$ cat config.mk
export PLATFORM = sky130hd
export DESIGN_NAME = cdbCore
export DESIGN_NICKNAME = d
export VERILOG_FILES = /design/src/rtl/cdbPkg.sv /design/src/rtl/aluUnit.sv /design/src/rtl/branchUnit.sv /design/src/rtl/cdbArbiter.sv /design/src/rtl/reorderBuffer.sv /design/src/rtl/cdbCore.sv
export SDC_FILE = /design/constraint.sdc
export NUM_CORES = 1
export LEC_CHECK = 0
export BUFFER_PORTS_ARGS = -buffer_cell sky130_fd_sc_hd__buf_2
export CAP_MARGIN = 20
export CELL_PAD_IN_SITES_DETAIL_PLACEMENT = 1
export CELL_PAD_IN_SITES_GLOBAL_PLACEMENT = 1
export CORE_ASPECT_RATIO = 0.75
export CORE_MARGIN = 3
export CORE_UTILIZATION = 30
export DETAILED_ROUTE_END_ITERATION = 8
export PLACE_DENSITY_LB_ADDON = 0.1
export RECOVER_POWER = 50
export SLEW_MARGIN = 5
export SYNTH_ARGS = -nofsm -noshare
export SYNTH_HDL_FRONTEND = slang
export SYNTH_SLANG_ARGS = --single-unit
$ cat constraint.sdc
create_clock -name clk -period 8 [get_ports clk]
set_clock_uncertainty 0.05 [all_clocks]
set_input_delay 1.6 -clock clk [delete_from_list [all_inputs] [get_ports clk]]
set_output_delay 1.6 -clock clk [all_outputs]
set_load 0.01 [all_outputs]
$ cat src/rtl/cdbPkg.sv
package cdbPkg;

  parameter int dataWidth = 32;   // Operand and result width
  parameter int robTagWidth = 3;  // 8 ROB entries
  parameter int ctrlWidth = 5;    // Branch control field on the bus

  // ALU operations
  typedef enum logic [2:0] {
    aluAdd = 3'd0,
    aluSub = 3'd1,
    aluAnd = 3'd2,
    aluOr  = 3'd3,
    aluXor = 3'd4,
    aluSll = 3'd5,
    aluSlt = 3'd6   // Signed compare
  } AluOp;

  // Branch conditions, also the low bits of pcControl
  typedef enum logic [2:0] {
    brEq     = 3'd0,
    brNe     = 3'd1,
    brLt     = 3'd2,  // Signed
    brAlways = 3'd3
  } BranchCond;

  typedef struct packed {
    logic                 isBranch;      // Steers to the branch unit
    AluOp                 aluOp;
    BranchCond            branchCond;
    logic [dataWidth-1:0] operandA;
    logic [dataWidth-1:0] operandB;
    logic [dataWidth-1:0] pc;
    logic [dataWidth-1:0] offset;        // Branch displacement
    logic                 predictTaken;
  } IssueOp;

  // Held by a unit until the arbiter takes it
  typedef struct packed {
    logic [robTagWidth-1:0] robTag;
    logic [dataWidth-1:0]   value;
    logic [dataWidth-1:0]   targetAddress;
    logic [ctrlWidth-1:0]   pcControl;   // {mispredict, taken, cond}
  } UnitResult;

  typedef struct packed {
    logic                   valid;
    logic [robTagWidth-1:0] robTag;
    logic [dataWidth-1:0]   result;
    logic [dataWidth-1:0]   targetAddress;
    logic                   isControl;   // Branch unit won the bus
    logic [ctrlWidth-1:0]   pcControl;
  } CdbBroadcast;

  typedef struct packed {
    logic                   valid;
    logic [robTagWidth-1:0] robTag;
    logic [dataWidth-1:0]   value;
    logic                   redirect;         // Mispredicted branch retires
    logic [dataWidth-1:0]   redirectAddress;
  } CommitInfo;

endpackage

$ cat src/rtl/aluUnit.sv
`timescale 1ns/1ps

module aluUnit (
  input  logic                           clk,
  input  logic                           rstN,
  input  logic                           flush,
  input  logic                           start,
  input  cdbPkg::IssueOp                 op,
  input  logic [cdbPkg::robTagWidth-1:0] robTag,
  input  logic                           available,
  output logic                           dataBusReq,
  output cdbPkg::UnitResult              result,
  output logic                           free
);
  import cdbPkg::*;

  logic                 busy;      // Holding a result for the bus
  logic                 granted;
  logic [dataWidth-1:0] aluValue;

  // Integer datapath
  always_comb begin
    aluValue = '0;
    case (op.aluOp)
      aluAdd: aluValue = op.operandA + op.operandB;
      aluSub: aluValue = op.operandA - op.operandB;
      aluAnd: aluValue = op.operandA & op.operandB;
      aluOr:  aluValue = op.operandA | op.operandB;
      aluXor: aluValue = op.operandA ^ op.operandB;
      aluSll: aluValue = op.operandA << op.operandB[4:0];  // Low five bits only
      aluSlt: aluValue[0] = $signed(op.operandA) < $signed(op.operandB);
      default: aluValue = '0;  // Unused encoding
    endcase
  end

  assign granted    = busy && available;
  assign dataBusReq = busy;
  assign free       = !busy || granted;  // Allows back-to-back issue

  always_ff @(posedge clk) begin
    if (!rstN) begin
      busy <= 1'b0;
    end else if (flush) begin
      busy <= 1'b0;  // Drop held work
    end else if (start) begin
      busy <= 1'b1;  // New op wins over a same-cycle grant
    end else if (granted) begin
      busy <= 1'b0;
    end
  end

  // Tagged result, captured at the issue edge
  always_ff @(posedge clk) begin
    if (start) begin
      result.robTag        <= robTag;
      result.value         <= aluValue;
      result.targetAddress <= '0;  // No control flow here
      result.pcControl     <= '0;
    end
  end

endmodule

$ cat src/rtl/branchUnit.sv
`timescale 1ns/1ps

module branchUnit (
  input  logic                           clk,
  input  logic                           rstN,
  input  logic                           flush,
  input  logic                           start,
  input  cdbPkg::IssueOp                 op,
  input  logic [cdbPkg::robTagWidth-1:0] robTag,
  input  logic                           available,
  output logic                           dataBusReq,
  output cdbPkg::UnitResult              result,
  output logic                           free
);
  import cdbPkg::*;

  logic                 busy;
  logic                 granted;
  logic                 taken;
  logic                 mispredict;
  logic [dataWidth-1:0] linkValue;
  logic [dataWidth-1:0] target;

  // Resolve the condition
  always_comb begin
    case (op.branchCond)
      brEq:     taken = (op.operandA == op.operandB);
      brNe:     taken = (op.operandA != op.operandB);
      brLt:     taken = $signed(op.operandA) < $signed(op.operandB);
      brAlways: taken = 1'b1;
      default:  taken = 1'b0;
    endcase
  end

  assign mispredict = taken != op.predictTaken;  // Prediction was wrong
  assign linkValue  = op.pc + dataWidth'(4);     // Return address
  assign target     = op.pc + op.offset;

  assign granted    = busy && available;
  assign dataBusReq = busy;
  assign free       = !busy || granted;

  always_ff @(posedge clk) begin
    if (!rstN) begin
      busy <= 1'b0;
    end else if (flush) begin
      busy <= 1'b0;
    end else if (start) begin
      busy <= 1'b1;
    end else if (granted) begin
      busy <= 1'b0;  // Result left on the bus
    end
  end

  always_ff @(posedge clk) begin
    if (start) begin
      result.robTag        <= robTag;
      result.value         <= linkValue;
      result.targetAddress <= target;
      result.pcControl     <= {mispredict, taken, op.branchCond};  // Bit 4 down to cond
    end
  end

endmodule

$ cat src/rtl/cdbArbiter.sv
`timescale 1ns/1ps

module cdbArbiter (
  input  logic                clk,
  input  logic                rstN,
  input  logic                flush,
  input  logic                aluReq,
  input  logic                branchReq,
  input  cdbPkg::UnitResult   aluResult,
  input  cdbPkg::UnitResult   branchResult,
  output logic                aluAvailable,
  output logic                branchAvailable,
  output cdbPkg::CdbBroadcast cdbOut
);
  import cdbPkg::*;

  logic      pointer;      // 0 prefers ALU, 1 prefers branch
  logic      grantAlu;
  logic      grantBranch;
  logic      anyGrant;
  UnitResult winner;       // Selected payload

  // Round-robin pick between the two requesters
  always_comb begin
    grantAlu    = aluReq && (!pointer || !branchReq);
    grantBranch = branchReq && (pointer || !aluReq);
    anyGrant    = grantAlu || grantBranch;
    if (grantBranch) begin
      winner = branchResult;
    end else begin
      winner = aluResult;
    end
  end

  // Free when granted or idle, stalled otherwise
  assign aluAvailable    = grantAlu || !aluReq;
  assign branchAvailable = grantBranch || !branchReq;

  always_ff @(posedge clk) begin
    if (!rstN) begin
      pointer <= 1'b0;
      cdbOut  <= '0;
    end else if (flush) begin
      cdbOut.valid <= 1'b0;  // Squash this edge's broadcast
    end else begin
      cdbOut.valid <= anyGrant;
      if (anyGrant) begin
        pointer              <= grantAlu;  // Other unit gets priority next
        cdbOut.robTag        <= winner.robTag;
        cdbOut.result        <= winner.value;
        cdbOut.targetAddress <= winner.targetAddress;
        cdbOut.isControl     <= grantBranch;
        cdbOut.pcControl     <= winner.pcControl;
      end
    end
  end

endmodule

$ cat src/rtl/reorderBuffer.sv
`timescale 1ns/1ps

module reorderBuffer #(
  parameter int robDepth = 8  // Equals 2**robTagWidth
) (
  input  logic                           clk,
  input  logic                           rstN,
  input  logic                           alloc,
  input  cdbPkg::CdbBroadcast            cdbIn,
  output logic [cdbPkg::robTagWidth-1:0] allocTag,
  output logic                           robFull,
  output logic                           flush,
  output cdbPkg::CommitInfo              commit
);
  import cdbPkg::*;

  logic [robTagWidth-1:0] head;    // Oldest entry
  logic [robTagWidth-1:0] tail;    // Next tag to hand out
  logic [robTagWidth:0]   count;
  logic [robDepth-1:0]    done;    // Result seen on the bus
  logic [robDepth-1:0]    mispredict;
  logic [dataWidth-1:0]   valueMem [robDepth];
  logic [dataWidth-1:0]   targetMem [robDepth];
  logic                   commitValid;

  assign allocTag    = tail;
  assign robFull     = (count == (robTagWidth + 1)'(robDepth));
  assign commitValid = (count != '0) && done[head];  // In-order retire

  always_comb begin
    commit.valid           = commitValid;
    commit.robTag          = head;
    commit.value           = valueMem[head];
    commit.redirect        = commitValid && mispredict[head];
    commit.redirectAddress = targetMem[head];
  end

  assign flush = commit.redirect;  // Wrong path behind the head

  // Capture broadcast payload by tag
  always_ff @(posedge clk) begin
    if (cdbIn.valid) begin
      valueMem[cdbIn.robTag]   <= cdbIn.result;
      targetMem[cdbIn.robTag]  <= cdbIn.targetAddress;
      mispredict[cdbIn.robTag] <= cdbIn.isControl && cdbIn.pcControl[ctrlWidth-1];
    end
  end

  // Pointers, occupancy and done flags
  always_ff @(posedge clk) begin
    if (!rstN) begin
      head  <= '0;
      tail  <= '0;
      count <= '0;
      done  <= '0;
    end else if (flush) begin
      head  <= '0;  // Everything in flight is discarded
      tail  <= '0;
      count <= '0;
      done  <= '0;
    end else begin
      if (commitValid) begin
        head       <= head + 1'b1;
        done[head] <= 1'b0;
      end
      if (alloc) begin
        tail       <= tail + 1'b1;
        done[tail] <= 1'b0;
      end
      if (cdbIn.valid) begin
        done[cdbIn.robTag] <= 1'b1;  // Ready to retire next cycle
      end
      case ({alloc, commitValid})
        2'b10:   count <= count + 1'b1;
        2'b01:   count <= count - 1'b1;
        default: count <= count;  // Both or neither
      endcase
    end
  end

endmodule

$ cat src/rtl/cdbCore.sv
`timescale 1ns/1ps

module cdbCore #(
  parameter int robDepth = 8
) (
  input  logic                clk,
  input  logic                rstN,
  input  logic                issueValid,
  input  cdbPkg::IssueOp      issueOp,
  output logic                issueReady,
  output cdbPkg::CdbBroadcast cdbOut,
  output cdbPkg::CommitInfo   commit
);
  import cdbPkg::*;

  logic                   outOfReset;   // Holds issue off for the first cycle
  logic                   transfer;
  logic                   unitFree;
  logic                   aluStart;
  logic                   branchStart;
  logic                   aluReq;
  logic                   branchReq;
  logic                   aluAvailable;
  logic                   branchAvailable;
  logic                   aluFree;
  logic                   branchFree;
  logic                   robFull;
  logic                   flush;
  logic [robTagWidth-1:0] allocTag;
  UnitResult              aluResult;
  UnitResult              branchResult;

  always_ff @(posedge clk) begin
    if (!rstN) outOfReset <= 1'b0;
    else       outOfReset <= 1'b1;
  end

  assign unitFree    = issueOp.isBranch ? branchFree : aluFree;  // Target unit only
  assign issueReady  = outOfReset && !robFull && !flush && unitFree;
  assign transfer    = issueValid && issueReady;
  assign aluStart    = transfer && !issueOp.isBranch;
  assign branchStart = transfer && issueOp.isBranch;

  aluUnit aluUnit_inst (
    .clk(clk), .rstN(rstN), .flush(flush), .start(aluStart), .op(issueOp),
    .robTag(allocTag), .available(aluAvailable), .dataBusReq(aluReq),
    .result(aluResult), .free(aluFree)
  );

  branchUnit branchUnit_inst (
    .clk(clk), .rstN(rstN), .flush(flush), .start(branchStart), .op(issueOp),
    .robTag(allocTag), .available(branchAvailable), .dataBusReq(branchReq),
    .result(branchResult), .free(branchFree)
  );

  cdbArbiter cdbArbiter_inst (
    .clk(clk), .rstN(rstN), .flush(flush), .aluReq(aluReq), .branchReq(branchReq),
    .aluResult(aluResult), .branchResult(branchResult), .aluAvailable(aluAvailable),
    .branchAvailable(branchAvailable), .cdbOut(cdbOut)
  );

  reorderBuffer #(.robDepth(robDepth)) reorderBuffer_inst (
    .clk(clk), .rstN(rstN), .alloc(transfer), .cdbIn(cdbOut), .allocTag(allocTag),
    .robFull(robFull), .flush(flush), .commit(commit)
  );

endmodule

==> flow_summary.ini <==
[run_status]
status = finished, violations left
violations = capacitance limit, slew limit

[floorplan]
fp.dieH_um = 307
pin_count = 283
die_area_um2 = 125000
coreArea_um2 = 119000
fp.dieW_um = 407
start_util = 0.305
placementRows = 109

[placed_design]
hpwl_mm = 91.6
place_inst = 4494
gp_congestion = 0.861
port_buffers = 282

[finish]
final_cells = 4651
utilization = 0.353
area_growth_pct = 15.9
fin_nets = 3247
drive_gt1_frac = 0.231

[routing]
drt-pass1-iter-count = 7
drc_errors = 0
wl_met3_mm = 7.29
vias_per_cell = 5.25
met2_length_mm = 57.1
drt-initial-drc-count = 2003
postRouteWirelength_mm = 128
antenna_left = 0
met1_length_mm = 61.0
top_layer = met5
wl_per_cell_um = 27.4
vias = 24421

[sta]
tightestPinTransition_ns = 3.51
maxSlewViolCount = 317
fmax_mhz = 169
setup_tns_ns = 0
slew_headroom = -1.34
final.period_utilization = 0.740
finalHoldViolCount = 0
period_minus_slack_ns = 5.92
setup_viol = 0
rsz0062_at_grt = no

[global_routing]
grt_pass1_wl_mm = 182
grt-ovfl-total = 0
track_usage = 0.199
grt_max_degree = 78
antenna_found_initial = 41
first_global_vias = 25024

[clocking]
post_cts_resize_count = 0
cts_tree = done
numCtsBuffers = 78
cts.sinks = 726
cts_hold_buf = 0
path_clk_slew_ns = 0.06
cts_setup_buffers = 0
max-clock-path-buffers = 3
insertion_delay_ns = 0.66
clockRootBuffer = clkbuf_16
cts_max_level = 3

[worst_setup_path]
critPathKind = in -> reg
rrSetupSlack_ns = 3.81
worstSetupStartpointType = input pin
crit_arrival_ns = 6.29
r2r-start = reorderBuffer_inst.head[1]
cp_slowest_stage_delay_ns = 0.72
cpMaxStageDelayCell = nor4b_1
cp-end-kind = register
reg2reg_to = reorderBuffer_inst.count[3]
cp_max_fo = 39
required_ns = 8.37
reg2reg_depth = 13
path_cells = buf_2 > inv_1 > fa_1 > nand2b_1 > a221oi_1 > nor4b_1 > o31ai_1 > a221oi_2 > o21ai_0 > a21oi_1 > o22ai_1 > a211o_1

[logic_synthesis]
syn_area_um2 = 36300
yosys-top-cells-count = edfxtp_1, nand2_1, nor2_1, mux4_2, ha_1
yosys.cell_count.top_type = edfxtp_1
netlist_instances = 2720
postSynth.asyncResetShare = 0
yosysTopAreaCellShare = 0.519
avgSynthCellArea_um2 = 13.3
synth_cell_types = 97
synth_top_area_cell = edfxtp_1
ys_warn_count = 0
synth_seq_cells = 726
synth-seq-area-share = 0.574
ys_top_cells_by_area = edfxtp_1, mux4_2, dfxtp_1
syn_nets = 2997
ys.flop_type = edfxtp_1
synth_edf_count = 627

[power]
irDropWorstVdd_mv = 0.142
leakagePower_nw = 15.4
finalPower_mw = 8.88
power_density_nw_per_um2 = 211

[min_path]
hp-class = reg -> reg
hold_start = reorderBuffer_inst.done[3]
min_to = reorderBuffer_inst.done[3]
hold_depth = 2

[run]
cap_violations = 9
==> layout make-up <==
class | instances | area, um^2
Multi-Input combinational cell | 1713 | 14400
Sequential cell | 726 | 20800
Inverter | 129 | 487
Tap cell | 1609 | 2010
Antenna cell | 7 | 17.5
Fill cell | 12581 | 76900
Clock inverter | 38 | 438
Clock buffer | 107 | 2170
Timing Repair Buffer | 322 | 1700
==> worst max-delay path, delay by kind of cell <==
kind,cells,cell delay (ns)
and+or+nand+nor,2,0.83
AOI/OAI and AO/OA,7,1.91
adders and majority gates,1,0.66
buffers and inverters,2,1.27
==> routing by layer <==
metal	vias up	track usage
met4	26	0.0379
met3	161	0.0464
met1	12660	0.288
li1	10995	-
met5	-	0
met2	579	0.305
==> kinds of logic (layout without fill, tap and decap cells) <==
group	after synthesis	after routing	share of synthesized area
adders and majority gates	138	138	0.0484
and+or+nand+nor	600	600	0.0774
xor gates and xnor gates	69	69	0.0167
DFF	726	726	0.574
muxes	294	294	0.135
other	0	7	0
buffers and inverters	281	596	0.0310
AOI/OAI and AO/OA	612	612	0.118
==> through the flow <==
stage | cell area, um^2 | setup slack (ns) | hold slack, ns
global route | 42000 | 1.73 | 0.466
floorplan | 36300 | 2.37 | 0.405
global placement | 39400 | 1.62 | 0.429
CTS | 42000 | 2.18 | 0.433
finish | 42000 | 2.08 | 0.433
detailed placement | 39400 | 1.45 | 0.425
==> worst max path at each step <==
| stage | from | endpoint | slack [ns] | depth (start not counted) |
|---|---|---|---|---|
| final | issueOp[66] | aluUnit_inst.result[63] | 2.08 | 12 |
| after global routing | issueOp[66] | aluUnit_inst.result[63] | 1.73 | 12 |
| after CTS | issueOp[66] | aluUnit_inst.result[63] | 2.18 | 12 |
| after detailed placement | issueOp[66] | aluUnit_inst.result[63] | 1.45 | 12 |
| after global placement | issueOp[66] | aluUnit_inst.result[63] | 1.62 | 12 |
| after floorplan | cdbArbiter_inst.cdbOut[72] | reorderBuffer_inst.mispredict[0] | 2.37 | 2 |
==> where the power goes <==
| group | switching, mW | internal, mW | total, mW |
|---|---|---|---|
| Combinational | 0.651 | 0.346 | 0.998 |
| Clock | 1.58 | 2.06 | 3.65 |
| Sequential | 0.0634 | 4.17 | 4.23 |
| Total | 2.30 | 6.58 | 8.88 |
==> cells in the final DEF (no fill, tap or decap), types with 48 or more instances in the layout <==
cell | Yosys | routed
edfxtp_1 | 627 | 627
buf_2 | 14 | 277
nand2_1 | 211 | 211
mux4_2 | 146 | 146
nor2_1 | 149 | 145
ha_1 | 134 | 134
a21oi_1 | 130 | 130
inv_1 | 125 | 124
o21ai_0 | 122 | 121
dfxtp_1 | 99 | 96
clkbuf_16 | 0 | 78
mux2_2 | 77 | 77
mux2i_1 | 70 | 70
nor2b_1 | 56 | 55
a22oi_1 | 50 | 50
xnor2_1 | 48 | 48
==> state kept, by name, summed over array words and instances, names as in the netlist, named ones only <==
name / flops
branchUnit_inst.result: 72
aluUnit_inst.result: 35
cdbArbiter_inst.pointer: 1
reorderBuffer_inst.done: 8
reorderBuffer_inst.targetMem: 256
reorderBuffer_inst.head: 3
reorderBuffer_inst.allocTag: 3
reorderBuffer_inst.count: 4
reorderBuffer_inst.mispredict: 8
cdbArbiter_inst.cdbOut: 74
branchUnit_inst.dataBusReq: 1
aluUnit_inst.dataBusReq: 1
outOfReset: 1
reorderBuffer_inst.valueMem: 256
(Power assumes the default switching activity.)
